--- config.mk ---
export PLATFORM = sky130hd
export DESIGN_NAME = regbus_top
export DESIGN_NICKNAME = d
export VERILOG_FILES = /design/src/hdl/regbus_ctrl_pkg.sv /design/src/hdl/regbus_types_pkg.sv /design/src/hdl/regbus_if.sv /design/src/hdl/axil_port_decode.sv /design/src/hdl/axil_result_route.sv /design/src/hdl/reg_execute.sv /design/src/hdl/regbus_top.sv /design/src/hdl/rr_arb_tree.sv
export VERILOG_INCLUDE_DIRS = /design/src /design/src/hdl
export SDC_FILE = /design/constraint.sdc
export NUM_CORES = 1
export LEC_CHECK = 0
export ABC_CLOCK_PERIOD_IN_PS = 6660
export BUFFER_PORTS_ARGS = -buffer_cell sky130_fd_sc_hd__buf_4
export CAP_MARGIN = 20
export CORE_MARGIN = 2
export CORE_UTILIZATION = 40
export CTS_CLUSTER_SIZE = 8
export DETAILED_ROUTE_END_ITERATION = 12
export PLACE_DENSITY = 0.59
export SLEW_MARGIN = 20
export SYNTH_ARGS = -nofsm -noshare
export SYNTH_HDL_FRONTEND = slang
export SYNTH_HIERARCHICAL = 1
export SYNTH_SLANG_ARGS = --single-unit
--- constraint.sdc ---
create_clock -name clk_i -period 6.66 [get_ports clk_i]
set_input_delay 0.666 -clock clk_i [delete_from_list [all_inputs] [get_ports clk_i]]
set_output_delay 0.666 -clock clk_i [all_outputs]
set_load 0.02 [all_outputs]
--- src/hdl/regbus_settings.svh ---
/*
  shared register bank settings
  port count, bus widths and bank depth
*/

`ifndef REGBUS_SETTINGS_SVH
`define REGBUS_SETTINGS_SVH

// number of axi4-lite master ports, 2 to 4
`define REGBUS_NUM_PORTS 4

// byte address width on every port
`define REGBUS_ADDR_W 8

// register and bus data width
`define REGBUS_DATA_W 32

// 32-bit registers in the bank, higher word indices answer SLVERR
`define REGBUS_NUM_REGS 16

`endif

--- src/hdl/regbus_ctrl_pkg.sv ---
/*
  register bank control types
  operation kind, axi response codes, decoder states
*/

`include "regbus_settings.svh"

package regbus_ctrl_pkg;

  typedef enum logic {
    OP_READ  = 1'b0,
    OP_WRITE = 1'b1
  } op_e;

  // only the two codes this slave can return
  typedef enum logic [1:0] {
    RESP_OKAY   = 2'b00,
    RESP_SLVERR = 2'b10
  } axi_resp_e;

  // collect means one of aw or w is held, the other still missing
  typedef enum logic [1:0] {
    DEC_IDLE,
    DEC_COLLECT,
    DEC_REQ,
    DEC_WAIT
  } dec_state_e;

endpackage

--- src/hdl/regbus_types_pkg.sv ---
/*
  register bank data-path types
  address, data, strobe, indices and the request word
*/

`include "regbus_settings.svh"

package regbus_types_pkg;
  import regbus_ctrl_pkg::*;

  // bus fields
  typedef logic [`REGBUS_ADDR_W-1:0]   addr_t;
  typedef logic [`REGBUS_DATA_W-1:0]   data_t;
  typedef logic [`REGBUS_DATA_W/8-1:0] strb_t;

  // word index into the bank and master port number
  typedef logic [$clog2(`REGBUS_NUM_REGS)-1:0]  reg_idx_t;
  typedef logic [$clog2(`REGBUS_NUM_PORTS)-1:0] port_idx_t;

  // one request as it travels through the arbiter, 42 bits
  typedef struct packed {
    op_e      op;
    reg_idx_t idx;
    // word index at or above the bank size
    logic     oor;
    data_t    wdata;
    strb_t    strb;
  } req_t;

endpackage

--- src/hdl/regbus_if.sv ---
/*
  internal request and response paths of the register bank
  request: arbiter output to execute stage
  response: execute stage to result router
*/

`timescale 1ns/10ps

interface regbus_req_if
  import regbus_types_pkg::*;
();
  logic      valid;
  logic      ready;
  req_t      req;
  // port that issued the request
  port_idx_t idx;

  modport source (output valid, output req, output idx, input ready);
  modport sink   (input valid, input req, input idx, output ready);
endinterface

interface regbus_rsp_if
  import regbus_types_pkg::*;
  import regbus_ctrl_pkg::*;
();
  logic      valid;
  logic      ready;
  // selects b or r channel
  op_e       op;
  // read data, zero for writes
  data_t     data;
  axi_resp_e resp;
  port_idx_t idx;

  modport source (output valid, output op, output data, output resp, output idx,
                  input ready);
  modport sink   (input valid, input op, input data, input resp, input idx,
                  output ready);
endinterface

--- src/hdl/axil_port_decode.sv ---
/*
  axi4-lite slave front end for one master port
  gathers aw+w or ar into one request word and holds it
  until the matching b or r handshake is reported back
*/

`timescale 1ns/10ps

`include "regbus_settings.svh"

module axil_port_decode
  import regbus_types_pkg::*;
  import regbus_ctrl_pkg::*;
(
  input  logic  clk_i,
  input  logic  rst_ni,
  // axi4-lite write address and data
  input  logic  awvalid_i,
  output logic  awready_o,
  input  addr_t awaddr_i,
  input  logic  wvalid_i,
  output logic  wready_o,
  input  data_t wdata_i,
  input  strb_t wstrb_i,
  // axi4-lite read address
  input  logic  arvalid_i,
  output logic  arready_o,
  input  addr_t araddr_i,
  // towards the arbiter
  output logic  req_valid_o,
  output req_t  req_o,
  input  logic  gnt_i,
  // b or r handshake done for this port
  input  logic  done_i
);

  dec_state_e state_q, state_d;
  // front end stays closed until the first edge after reset
  logic armed_q;
  logic have_aw_q, have_aw_d;
  logic have_w_q, have_w_d;
  logic aw_hs, w_hs, ar_hs;

  // held request payload
  op_e   op_q;
  addr_t addr_q;
  data_t wdata_q;
  strb_t strb_q;
  logic [`REGBUS_ADDR_W-3:0] word_addr;

  ////////////////////////////////////////////////////////////
  // channel readies
  ////////////////////////////////////////////////////////////

  always_comb begin
    awready_o = 1'b0;
    wready_o  = 1'b0;
    arready_o = 1'b0;
    case (state_q)
      DEC_IDLE: begin
        awready_o = armed_q;
        wready_o  = armed_q;
        // a write on the bus wins over a read in the same cycle
        arready_o = armed_q & ~awvalid_i & ~wvalid_i;
      end
      DEC_COLLECT: begin
        awready_o = ~have_aw_q;
        wready_o  = ~have_w_q;
      end
      default: ;
    endcase
  end

  assign aw_hs = awvalid_i & awready_o;
  assign w_hs  = wvalid_i & wready_o;
  assign ar_hs = arvalid_i & arready_o;

  ////////////////////////////////////////////////////////////
  // fsm
  ////////////////////////////////////////////////////////////

  always_comb begin
    state_d   = state_q;
    have_aw_d = have_aw_q;
    have_w_d  = have_w_q;
    case (state_q)
      DEC_IDLE: begin
        have_aw_d = aw_hs;
        have_w_d  = w_hs;
        if (aw_hs && w_hs) begin
          state_d = DEC_REQ;
        end else if (aw_hs || w_hs) begin
          state_d = DEC_COLLECT;
        end else if (ar_hs) begin
          state_d = DEC_REQ;
        end
      end
      DEC_COLLECT: begin
        // aw and w may come in either order
        have_aw_d = have_aw_q | aw_hs;
        have_w_d  = have_w_q | w_hs;
        if (have_aw_d && have_w_d) begin
          state_d = DEC_REQ;
        end
      end
      DEC_REQ: begin
        if (gnt_i) begin
          state_d = DEC_WAIT;
        end
      end
      DEC_WAIT: begin
        if (done_i) begin
          state_d = DEC_IDLE;
        end
      end
      default: state_d = DEC_IDLE;
    endcase
  end

  always_ff @(posedge clk_i or negedge rst_ni) begin
    if (!rst_ni) begin
      state_q   <= DEC_IDLE;
      armed_q   <= 1'b0;
      have_aw_q <= 1'b0;
      have_w_q  <= 1'b0;
    end else begin
      state_q   <= state_d;
      armed_q   <= 1'b1;
      have_aw_q <= have_aw_d;
      have_w_q  <= have_w_d;
    end
  end

  // aw and ar never complete in the same cycle
  always_ff @(posedge clk_i) begin
    if (aw_hs) begin
      addr_q <= awaddr_i;
    end else if (ar_hs) begin
      addr_q <= araddr_i;
    end
    if (w_hs) begin
      wdata_q <= wdata_i;
      strb_q  <= wstrb_i;
    end
    if (aw_hs || w_hs) begin
      op_q <= OP_WRITE;
    end else if (ar_hs) begin
      op_q <= OP_READ;
    end
  end

  ////////////////////////////////////////////////////////////
  // request word
  ////////////////////////////////////////////////////////////

  // byte address to word address, the only range check in the design
  assign word_addr = addr_q[`REGBUS_ADDR_W-1:2];

  always_comb begin
    req_o.op    = op_q;
    req_o.idx   = word_addr[$bits(reg_idx_t)-1:0];
    req_o.oor   = (word_addr >= `REGBUS_NUM_REGS);
    req_o.wdata = wdata_q;
    req_o.strb  = strb_q;
  end

  // held stable until granted, the arbiter lock relies on it
  assign req_valid_o = (state_q == DEC_REQ);

endmodule

--- src/hdl/axil_result_route.sv ---
/*
  result router
  steers the held response onto one port's b or r channel
  and reports the finished handshake back to that port
*/

`timescale 1ns/10ps

`include "regbus_settings.svh"

module axil_result_route
  import regbus_types_pkg::*;
  import regbus_ctrl_pkg::*;
(
  regbus_rsp_if.sink                       rsp,
  // per-port b channel
  output logic [`REGBUS_NUM_PORTS-1:0]      bvalid_o,
  input  logic [`REGBUS_NUM_PORTS-1:0]      bready_i,
  output axi_resp_e [`REGBUS_NUM_PORTS-1:0] bresp_o,
  // per-port r channel
  output logic [`REGBUS_NUM_PORTS-1:0]      rvalid_o,
  input  logic [`REGBUS_NUM_PORTS-1:0]      rready_i,
  output data_t [`REGBUS_NUM_PORTS-1:0]     rdata_o,
  output axi_resp_e [`REGBUS_NUM_PORTS-1:0] rresp_o,
  // one-hot completion to the decoders
  output logic [`REGBUS_NUM_PORTS-1:0]      done_o
);

  logic sel_ready;

  always_comb begin
    bvalid_o  = '0;
    rvalid_o  = '0;
    rdata_o   = '0;
    done_o    = '0;
    sel_ready = 1'b0;
    // idle channels show okay and zero data
    for (int p = 0; p < `REGBUS_NUM_PORTS; p++) begin
      bresp_o[p] = RESP_OKAY;
      rresp_o[p] = RESP_OKAY;
    end
    if (rsp.op == OP_WRITE) begin
      bvalid_o[rsp.idx] = rsp.valid;
      bresp_o[rsp.idx]  = rsp.resp;
      sel_ready         = bready_i[rsp.idx];
    end else begin
      rvalid_o[rsp.idx] = rsp.valid;
      rdata_o[rsp.idx]  = rsp.data;
      rresp_o[rsp.idx]  = rsp.resp;
      sel_ready         = rready_i[rsp.idx];
    end
    done_o[rsp.idx] = rsp.valid & sel_ready;
  end

  assign rsp.ready = sel_ready;

endmodule

--- src/hdl/reg_execute.sv ---
/*
  register bank execute stage
  applies the granted strobed write or read
  and holds one response for the result router
*/

`timescale 1ns/10ps

`include "regbus_settings.svh"

module reg_execute
  import regbus_types_pkg::*;
  import regbus_ctrl_pkg::*;
(
  input  logic         clk_i,
  input  logic         rst_ni,
  regbus_req_if.sink   req,
  regbus_rsp_if.source rsp
);

  data_t bank_q [`REGBUS_NUM_REGS];

  logic accept;
  logic do_write;

  // one-deep response register
  logic      rsp_valid_q;
  op_e       rsp_op_q;
  data_t     rsp_data_q;
  axi_resp_e rsp_resp_q;
  port_idx_t rsp_idx_q;

  // free slot, or the slot drains this cycle
  assign req.ready = ~rsp_valid_q | rsp.ready;
  assign accept    = req.valid & req.ready;
  // out-of-range requests leave the bank alone
  assign do_write  = accept & (req.req.op == OP_WRITE) & ~req.req.oor;

  ////////////////////////////////////////////////////////////
  // register bank
  ////////////////////////////////////////////////////////////

  always_ff @(posedge clk_i or negedge rst_ni) begin
    if (!rst_ni) begin
      for (int r = 0; r < `REGBUS_NUM_REGS; r++) begin
        bank_q[r] <= '0;
      end
    end else if (do_write) begin
      // byte lanes with their strobe set
      for (int b = 0; b < $bits(strb_t); b++) begin
        if (req.req.strb[b]) begin
          bank_q[req.req.idx][8*b +: 8] <= req.req.wdata[8*b +: 8];
        end
      end
    end
  end

  ////////////////////////////////////////////////////////////
  // response register
  ////////////////////////////////////////////////////////////

  always_ff @(posedge clk_i or negedge rst_ni) begin
    if (!rst_ni) begin
      rsp_valid_q <= 1'b0;
    end else if (accept) begin
      rsp_valid_q <= 1'b1;
    end else if (rsp.ready) begin
      rsp_valid_q <= 1'b0;
    end
  end

  always_ff @(posedge clk_i) begin
    if (accept) begin
      rsp_op_q   <= req.req.op;
      rsp_idx_q  <= req.idx;
      rsp_resp_q <= req.req.oor ? RESP_SLVERR : RESP_OKAY;
      // reads only, zero for writes and for slverr
      if (req.req.op == OP_READ && !req.req.oor) begin
        rsp_data_q <= bank_q[req.req.idx];
      end else begin
        rsp_data_q <= '0;
      end
    end
  end

  assign rsp.valid = rsp_valid_q;
  assign rsp.op    = rsp_op_q;
  assign rsp.data  = rsp_data_q;
  assign rsp.resp  = rsp_resp_q;
  assign rsp.idx   = rsp_idx_q;

endmodule

--- src/hdl/regbus_top.sv ---
/*
  shared register bank for several axi4-lite masters
  per-port decoders, round-robin arbiter, execute and result stages
*/

`timescale 1ns/10ps

`include "regbus_settings.svh"

module regbus_top
  import regbus_types_pkg::*;
  import regbus_ctrl_pkg::*;
(
  input  logic                              clk_i,
  input  logic                              rst_ni,
  // write address
  input  logic [`REGBUS_NUM_PORTS-1:0]      s_awvalid_i,
  output logic [`REGBUS_NUM_PORTS-1:0]      s_awready_o,
  input  addr_t [`REGBUS_NUM_PORTS-1:0]     s_awaddr_i,
  // write data
  input  logic [`REGBUS_NUM_PORTS-1:0]      s_wvalid_i,
  output logic [`REGBUS_NUM_PORTS-1:0]      s_wready_o,
  input  data_t [`REGBUS_NUM_PORTS-1:0]     s_wdata_i,
  input  strb_t [`REGBUS_NUM_PORTS-1:0]     s_wstrb_i,
  // write response
  output logic [`REGBUS_NUM_PORTS-1:0]      s_bvalid_o,
  input  logic [`REGBUS_NUM_PORTS-1:0]      s_bready_i,
  output axi_resp_e [`REGBUS_NUM_PORTS-1:0] s_bresp_o,
  // read address
  input  logic [`REGBUS_NUM_PORTS-1:0]      s_arvalid_i,
  output logic [`REGBUS_NUM_PORTS-1:0]      s_arready_o,
  input  addr_t [`REGBUS_NUM_PORTS-1:0]     s_araddr_i,
  // read data
  output logic [`REGBUS_NUM_PORTS-1:0]      s_rvalid_o,
  input  logic [`REGBUS_NUM_PORTS-1:0]      s_rready_i,
  output data_t [`REGBUS_NUM_PORTS-1:0]     s_rdata_o,
  output axi_resp_e [`REGBUS_NUM_PORTS-1:0] s_rresp_o
);

  logic [`REGBUS_NUM_PORTS-1:0] dec_valid;
  logic [`REGBUS_NUM_PORTS-1:0] dec_gnt;
  logic [`REGBUS_NUM_PORTS-1:0] dec_done;
  req_t [`REGBUS_NUM_PORTS-1:0] dec_req;

  regbus_req_if req_bus ();
  regbus_rsp_if rsp_bus ();

  // one front end per master
  for (genvar p = 0; p < `REGBUS_NUM_PORTS; p++) begin : gen_port
    axil_port_decode i_decode (
      .clk_i       (clk_i),
      .rst_ni      (rst_ni),
      .awvalid_i   (s_awvalid_i[p]),
      .awready_o   (s_awready_o[p]),
      .awaddr_i    (s_awaddr_i[p]),
      .wvalid_i    (s_wvalid_i[p]),
      .wready_o    (s_wready_o[p]),
      .wdata_i     (s_wdata_i[p]),
      .wstrb_i     (s_wstrb_i[p]),
      .arvalid_i   (s_arvalid_i[p]),
      .arready_o   (s_arready_o[p]),
      .araddr_i    (s_araddr_i[p]),
      .req_valid_o (dec_valid[p]),
      .req_o       (dec_req[p]),
      .gnt_i       (dec_gnt[p]),
      .done_i      (dec_done[p])
    );
  end

  rr_arb_tree #(
    .NUM_IN (`REGBUS_NUM_PORTS),
    .DATA_T (req_t)
  ) i_arb (
    .clk_i  (clk_i),
    .rst_ni (rst_ni),
    .req_i  (dec_valid),
    .gnt_o  (dec_gnt),
    .data_i (dec_req),
    .req_o  (req_bus.valid),
    .gnt_i  (req_bus.ready),
    .data_o (req_bus.req),
    .idx_o  (req_bus.idx)
  );

  reg_execute i_execute (
    .clk_i  (clk_i),
    .rst_ni (rst_ni),
    .req    (req_bus.sink),
    .rsp    (rsp_bus.source)
  );

  axil_result_route i_route (
    .rsp      (rsp_bus.sink),
    .bvalid_o (s_bvalid_o),
    .bready_i (s_bready_i),
    .bresp_o  (s_bresp_o),
    .rvalid_o (s_rvalid_o),
    .rready_i (s_rready_i),
    .rdata_o  (s_rdata_o),
    .rresp_o  (s_rresp_o),
    .done_o   (dec_done)
  );

endmodule

--- src/hdl/rr_arb_tree.sv ---
/*
  logarithmic round-robin arbitration tree with lock-in
  picks one request, forwards its data and index,
  and returns the grant to the winning input
*/

`timescale 1ns/10ps

module rr_arb_tree #(
  parameter int unsigned NUM_IN = 4,
  parameter type         DATA_T = logic [31:0],
  localparam int unsigned IDX_W = (NUM_IN > 1) ? $clog2(NUM_IN) : 1
) (
  input  logic                  clk_i,
  input  logic                  rst_ni,
  // requesters
  input  logic [NUM_IN-1:0]     req_i,
  output logic [NUM_IN-1:0]     gnt_o,
  input  DATA_T [NUM_IN-1:0]    data_i,
  // arbitrated output, valid/ready style
  output logic                  req_o,
  input  logic                  gnt_i,
  output DATA_T                 data_o,
  output logic [IDX_W-1:0]      idx_o
);

  if (NUM_IN == 1) begin : gen_pass
    // single requester, nothing to choose
    assign req_o    = req_i[0];
    assign gnt_o[0] = gnt_i;
    assign data_o   = data_i[0];
    assign idx_o    = '0;
  end else begin : gen_tree
    localparam int unsigned LEVELS = $clog2(NUM_IN);
    // leaf count padded to a power of two
    localparam int unsigned LEAVES = 2**LEVELS;
    localparam int unsigned NODES  = 2*LEAVES - 1;

    logic [LEVELS-1:0] rr_q, rr_d;
    logic              lock_q;
    logic [NUM_IN-1:0] req_q, req_d;

    //////////////////////////////////////////////////////////
    // lock-in and rotating pointer
    //////////////////////////////////////////////////////////

    // a pending but ungranted output freezes the request set
    assign req_d = lock_q ? req_q : req_i;

    // step only when the output is taken
    assign rr_d = (req_o && gnt_i) ?
                  ((rr_q == LEVELS'(NUM_IN-1)) ? '0 : rr_q + 1'b1) : rr_q;

    always_ff @(posedge clk_i or negedge rst_ni) begin
      if (!rst_ni) begin
        rr_q   <= '0;
        lock_q <= 1'b0;
        req_q  <= '0;
      end else begin
        rr_q   <= rr_d;
        lock_q <= req_o & ~gnt_i;
        req_q  <= req_d;
      end
    end

    //////////////////////////////////////////////////////////
    // selector tree
    //////////////////////////////////////////////////////////

    // heap order, node 0 is the root, children of n are 2n+1 and 2n+2
    always_comb begin : p_tree
      logic [LEAVES-1:0]            req_pad;
      DATA_T [LEAVES-1:0]           data_pad;
      logic [NODES-1:0]             n_req;
      logic [NODES-1:0]             n_gnt;
      logic [LEAVES-2:0]            n_sel;
      logic [NODES-1:0][IDX_W-1:0]  n_idx;
      DATA_T [NODES-1:0]            n_data;
      int unsigned                  n;

      req_pad                = '0;
      req_pad[NUM_IN-1:0]    = req_d;
      data_pad               = '0;
      data_pad[NUM_IN-1:0]   = data_i;

      // leaves
      for (int unsigned i = 0; i < LEAVES; i++) begin
        n_req[LEAVES-1+i]  = req_pad[i];
        n_data[LEAVES-1+i] = data_pad[i];
        n_idx[LEAVES-1+i]  = IDX_W'(i);
      end

      // bottom up, one pointer bit per level, root takes the msb
      for (int lvl = LEVELS-1; lvl >= 0; lvl--) begin
        for (int p = 0; p < (1 << lvl); p++) begin
          n = (1 << lvl) - 1 + p;
          // right wins if left is idle, or both ask and the bit is set
          n_sel[n]  = ~n_req[2*n+1] | (n_req[2*n+2] & rr_q[LEVELS-1-lvl]);
          n_req[n]  = n_req[2*n+1] | n_req[2*n+2];
          n_idx[n]  = n_sel[n] ? n_idx[2*n+2] : n_idx[2*n+1];
          n_data[n] = n_sel[n] ? n_data[2*n+2] : n_data[2*n+1];
        end
      end

      // grant walks back down the chosen path
      n_gnt[0] = gnt_i;
      for (int unsigned m = 0; m < LEAVES-1; m++) begin
        n_gnt[2*m+1] = n_gnt[m] & ~n_sel[m];
        n_gnt[2*m+2] = n_gnt[m] & n_sel[m];
      end

      for (int unsigned i = 0; i < NUM_IN; i++) begin
        gnt_o[i] = n_gnt[LEAVES-1+i] & req_d[i];
      end

      req_o  = n_req[0];
      data_o = n_data[0];
      idx_o  = n_idx[0];
    end
  end

endmodule

# [Word-level counts from Yosys, hierarchy flattened]
# Index checks and enable logic that the tools add are counted.
[op_classes] addsub=1 n_lt_le_gt_ge=8 eq_ne=29 muxes=105 bitwise=84 n_reduce_logical=34
[op_table] op="$mux 512" n=7
[op_table] op="$bwmux 512" n=4
[op_table] op="$demux 32 s4" n=4
[op_table] op="$and 128x128->128" n=1
[op_table] op="$bmux 32 s4" n=1
[op_table] op="$mux 128" n=1
[op_table] op="$mux 32" n=4
[op_table] op="$mux 42" n=3
[op_table] op="$mux 8" n=11
[op_table] op="$demux 32 s2" n=1
[op_table] op="$mux 2" n=28
[op_table] op="$and 1x1->1" n=38
[op_table] op="$pmux 1 s2" n=16
[op_table] op="$pmux 2 s4" n=4
[op_table] op="$not 1->1" n=26
[op_table] op="$ge 6x5->1 const B" n=4
[op_table] op="$mux 24" n=1
[op_table] op="$eq 2x2->1 const B" n=9
[op_table] op="$reduce_bool 2->1" n=9
[op_table] op="$mux 16" n=1
[op_table] op="$ne 2x2->1 const B" n=8
[op_table] op="$ne 4x1->1 const B" n=4
[op_table] op="$reduce_and 4->1" n=4
[op_table] op="$or 1x1->1" n=15
[op_table] op="other kinds (19)" n=57
[totals] regBits=754 inputBits=230 out_inout_bits=164 wordCells=314

# [Logic depth before layout (Yosys ltp)]
[depth] depth_word=22 ltp_mapped=15 depth_no_buf=10

# [Cells and area by module]
# The synthesis kept the hierarchy.
[modules_own_cells] module="reg_execute" instances=1 cells_each=1583 area_per_inst_um2=24843.8 seq_area_each_um2=13918.3
[modules_own_cells] module="axil_port_decode" instances=4 cells_each=101 area_per_inst_um2=1790.5 seq_area_each_um2=1406.3
[modules_own_cells] module="rr_arb_tree" instances=1 cells_each=180 area_per_inst_um2=1788.0 seq_area_each_um2=175.2
[modules_own_cells] module="axil_result_route" instances=1 cells_each=233 area_per_inst_um2=1016.0 seq_area_each_um2=0.0

# [Least setup slack after synthesis]
# Ideal clock, no wire load.
[synth_timing] kind="reg2reg" start="reg gen_port[2].i_decode.state_q[0]" end="reg i_execute.rsp_data_q[0], in the netlist i_execute/rsp.data[0], data pin" setup_time_ns=0.267 t_arrival_ns=3.021 required_ns=6.393 slack_ns=3.373 stages_incl_launch_ff=15 path_buffers=5 synth_period_minus_slack_ns=3.287 cell_sequence="dfrtp_1 > inv_1 > ha_1 > nor3_2 > nor3b_1 > or3_1 > clkbuf_1 > buf_2 > mux2i_1 > buf_2 > buf_6 > buf_2 > mux4_2 > a22oi_1 > o21ai_0"
[synth_lines] element="start, declared" line="axil_port_decode.sv:37" source="dec_state_e state_q, state_d;"
[synth_lines] element="start signal, assigned" line="axil_port_decode.sv:127" source="state_q <= state_d;"
[synth_lines] element="end signal, assigned" line="reg_execute.sv:79" source="rsp_data_q <= bank_q[req.req.idx];"
[synth_lines] element="end, declared" line="reg_execute.sv:29" source="data_t rsp_data_q;"

==> impl_results.md <==
* Register Area at 0.0197 mm2
* Pre-antenna DRT Iters at 5
* Placed instance count at 3830
* Final Power at 19.9 mW
* CP Launch Type: register
* Setup TNS at 0 ps
* Ant diodes at 0
* H-Tree Depth at 3
* Capturing point of the worst reg2reg path: i_execute/bank_q[4]$_DFFE_PN0P_
* Status: complete, but fails checks
* Wire per inst at 23.4 um
* Die Footprint at 0.0894 mm2
* Detailed Place HPWL at 64.8 mm
* Slew @ Worst Pin at 1100 ps
* Multi-input combinational cell area at 0.0142 mm2
* CTS buffer count at 103
* Main flop type after synthesis: dfrtp_1
* Mapped cell area at 0.0348 mm2
* Failing checks: hold timing
* CP bufs+invs at 2
* Hold Violations, Final at 6
* Core Util, Final at 0.483
* Crit-path max FO at 34
* R2r worst-path depth at 10
* Async SR Flop Fraction at 0.722
* WL final at 93.4 mm
* Yosys top cell by area: dfrtp_1
* Worst VDD drop at 0.444 mV
* Largest net degree at the start of global routing at 162
* RSZ-0062 raised after global routing: no
* Slew Viols, Final at 0
* Number of synthesized flops with an enable pin at 204
* Most used cell, CP: mux2_2
* Area contributors post-synth: dfrtp_1 (39%), mux2_2 (19%), edfxtp_1 (18%)
* Hold WS at -23.0 ps
* I/O Buffers at 369
* Crit path largest cell delay at 700 ps
* #FFs+latches synth at 748
* Clock Sinks at 748
* First-pass GRT wire length at 142 mm
* Sequential area share after synthesis at 0.566
* Slew margin rel. at 0.251
* Synth top cells by count: mux2_2 (587), dfrtp_1 (540), mux2i_1 (206)
* Max Clock Skew at 31.8 ps
* Distinct cells, synth at 59
* Die height at 299 um
* Min-delay worst type: input port to asynchronous set/reset pin
* Cts repair resizes at 0
* Global Route Usage Sum at 0.209
* Root Driver: clkbuf_16
* Placeable Area at 0.0865 mm2
* CP Data Arrival Time at 5420 ps
* Antenna Nets Post-Route at 0
* Worst-Skew Late Latency at 660 ps
* Vias/cell at 5.40
* P per Cell Area at 477 mW/mm2
* Routed via count at 21500
* Critical path class: register to register
* CP required at 7190 ps
* Vias in the first global route at 23100
* Final min period at 4890 ps
* DRC at 0
* Synth top area share at 0.388
* Crit path cell chain: inv_1 -> ha_1 -> mux2_2 -> a21boi_4 -> mux2i_1 -> mux2i_4 -> buf_4 -> nand4_1 -> nor2_2 -> mux2_2
* Post-Syn Instances at 2400
* Worst reg-to-reg setup slack at 1770 ps
* Syn_nets at 2659
* Setup Viol. Count Final at 0
* Die width at 299 um
* Post-CTS Setup Inserts at 0
* Filler Cell Count at 7449
* Rows at 108
* Initial DRC count at 1400
* Nets at 3040
* Non-Filler Instances at 3986
* I/O pin total at 394
* Initial core utilization at 0.403
* Worst R2R Start: gen_port[0].i_decode/state_q[0]$_DFFE_PN0P_
* Layout area overhead at 19.9%
* CP Capture Type: register
* GRT overflow at 0
* Hold buffers post-CTS at 0
* FMAX at 205 MHz
* Dominant cell by count in the synthesized netlist: mux2_2
* Clock transition at the registers of the reported paths at 50 ps
* Fraction of layout cells with a size suffix above 1 at 0.466
* Cell family with most CP delay: simple AND/OR/NAND/NOR gates
* Max-cap violations at 0
* Leak at 19.0 nW
* Clk buf depth at 3
* Master of the slowest instance on the critical path: nor2_2
* Antenna violations before repair at 4
* CTS tree: yes
* Fin crit share at 0.734
* Mean Syn Cell Area at 14.5 um2
* Yosys Warn Count at 6
* Final Wtd Congestion at 0.828
metal layers:
layer,part of all wire,track usage
met4,0.028,0.0625
met5,0,0
met3,0.040,0.0305
met2,0.50,0.353
met1,0.44,0.280
how the worst max path moves through the flow:
stage | start | endpoint | slack (ps) | cells after the start
after global placement | gen_port[1].i_decode/state_q[0]$_DFFE_PN0P_ | i_execute/bank_q[6]$_DFFE_PN0P_ | 1810 | 10
final | gen_port[0].i_decode/state_q[0]$_DFFE_PN0P_ | i_execute/bank_q[4]$_DFFE_PN0P_ | 1770 | 10
after floorplan | gen_port[2].i_decode/state_q[0]$_DFFE_PN0P_ | i_execute/rsp.data[0]$_SDFFCE_PN0P_ | 3370 | 14
after global routing | gen_port[1].i_decode/state_q[0]$_DFFE_PN0P_ | i_execute/bank_q[4]$_DFFE_PN0P_ | 1480 | 10
after CTS | gen_port[1].i_decode/state_q[0]$_DFFE_PN0P_ | i_execute/bank_q[4]$_DFFE_PN0P_ | 1680 | 10
after detailed placement | gen_port[1].i_decode/state_q[0]$_DFFE_PN0P_ | i_execute/bank_q[3]$_DFFE_PN0P_ | 1700 | 10
report_power, final:
part           leakage [nW]  switching, mW  internal [mW]
clock network          1.40           1.91           2.89
registers              9.28          0.382           5.64
logic                  8.36           5.78           3.32
worst reg2reg max path: cells and delay by family (launching register included):
family                   cells  cell delay [ps]
buffers and inverters        2              760
adder cells (fa/ha/maj)      1              310
multiplexers                 4             1310
AO/OA/AOI/OAI                1              620
AND/OR/NAND/NOR              2             1360
flip-flops                   1              400
cell type report:
cell class,instances,area share
clock buffer,151,0.0678
clock inverter,4,0.00189
inverter,28,0.00252
multi-input combinational,1467,0.341
sequential,748,0.473
tap,1155,0.0346
timing repair buffer,433,0.0794
cells in the final DEF (no fill, tap or decap), types with 36 or more instances in the layout:
cell type,synthesis,routed
nor2_1,160,159
clkbuf_1,57,44
o21ai_0,40,40
nand2_1,107,106
mux2_2,587,587
o221ai_1,36,36
edfxtp_1,204,204
a22oi_1,64,64
mux2i_1,206,193
dfrtp_1,540,540
clkbuf_16,0,106
mux4_2,64,64
buf_4,37,427
registers in the layout, indices dropped and copies added (netlist names), 2 cells and up:
| register | count |
|---|---|
| i_arb/gen_tree.rr_q | 2 |
| gen_port.i_decode/have_w_q | 4 |
| gen_port.i_decode/armed_q | 4 |
| i_execute/rsp.idx | 2 |
| i_execute/bank_q | 512 |
| gen_port.i_decode/wdata_q | 128 |
| i_execute/rsp.data | 32 |
| gen_port.i_decode/have_aw_q | 4 |
| i_arb/gen_tree.req_q | 4 |
| gen_port.i_decode/strb_q | 16 |
| gen_port.i_decode/op_q | 4 |
| gen_port.i_decode/addr_q | 24 |
| gen_port.i_decode/state_q | 8 |
kinds of logic (layout without fill, tap and decap cells):
group	count (synthesis)	in the layout	share of synthesized area
buf+inv	185	616	0.0281
mux	875	875	0.296
other cells	5	5	0.000539
fa+ha+maj	29	29	0.0104
compound gates	153	153	0.0329
simple gates	405	405	0.0652
flops	748	748	0.566
stage by stage:
step	cell area (um2)	setup slack, ps	hold WS, ps
2_1_floorplan	34800	3370	370
3_3_place_gp	38800	1810	441
3_5_place_dp	38800	1700	440
4_1_cts	41700	1680	4.66
5_1_grt	41700	1480	24.3
6_report	41700	1770	-23.0
Note: power is estimated with default switching activity, not from simulation.
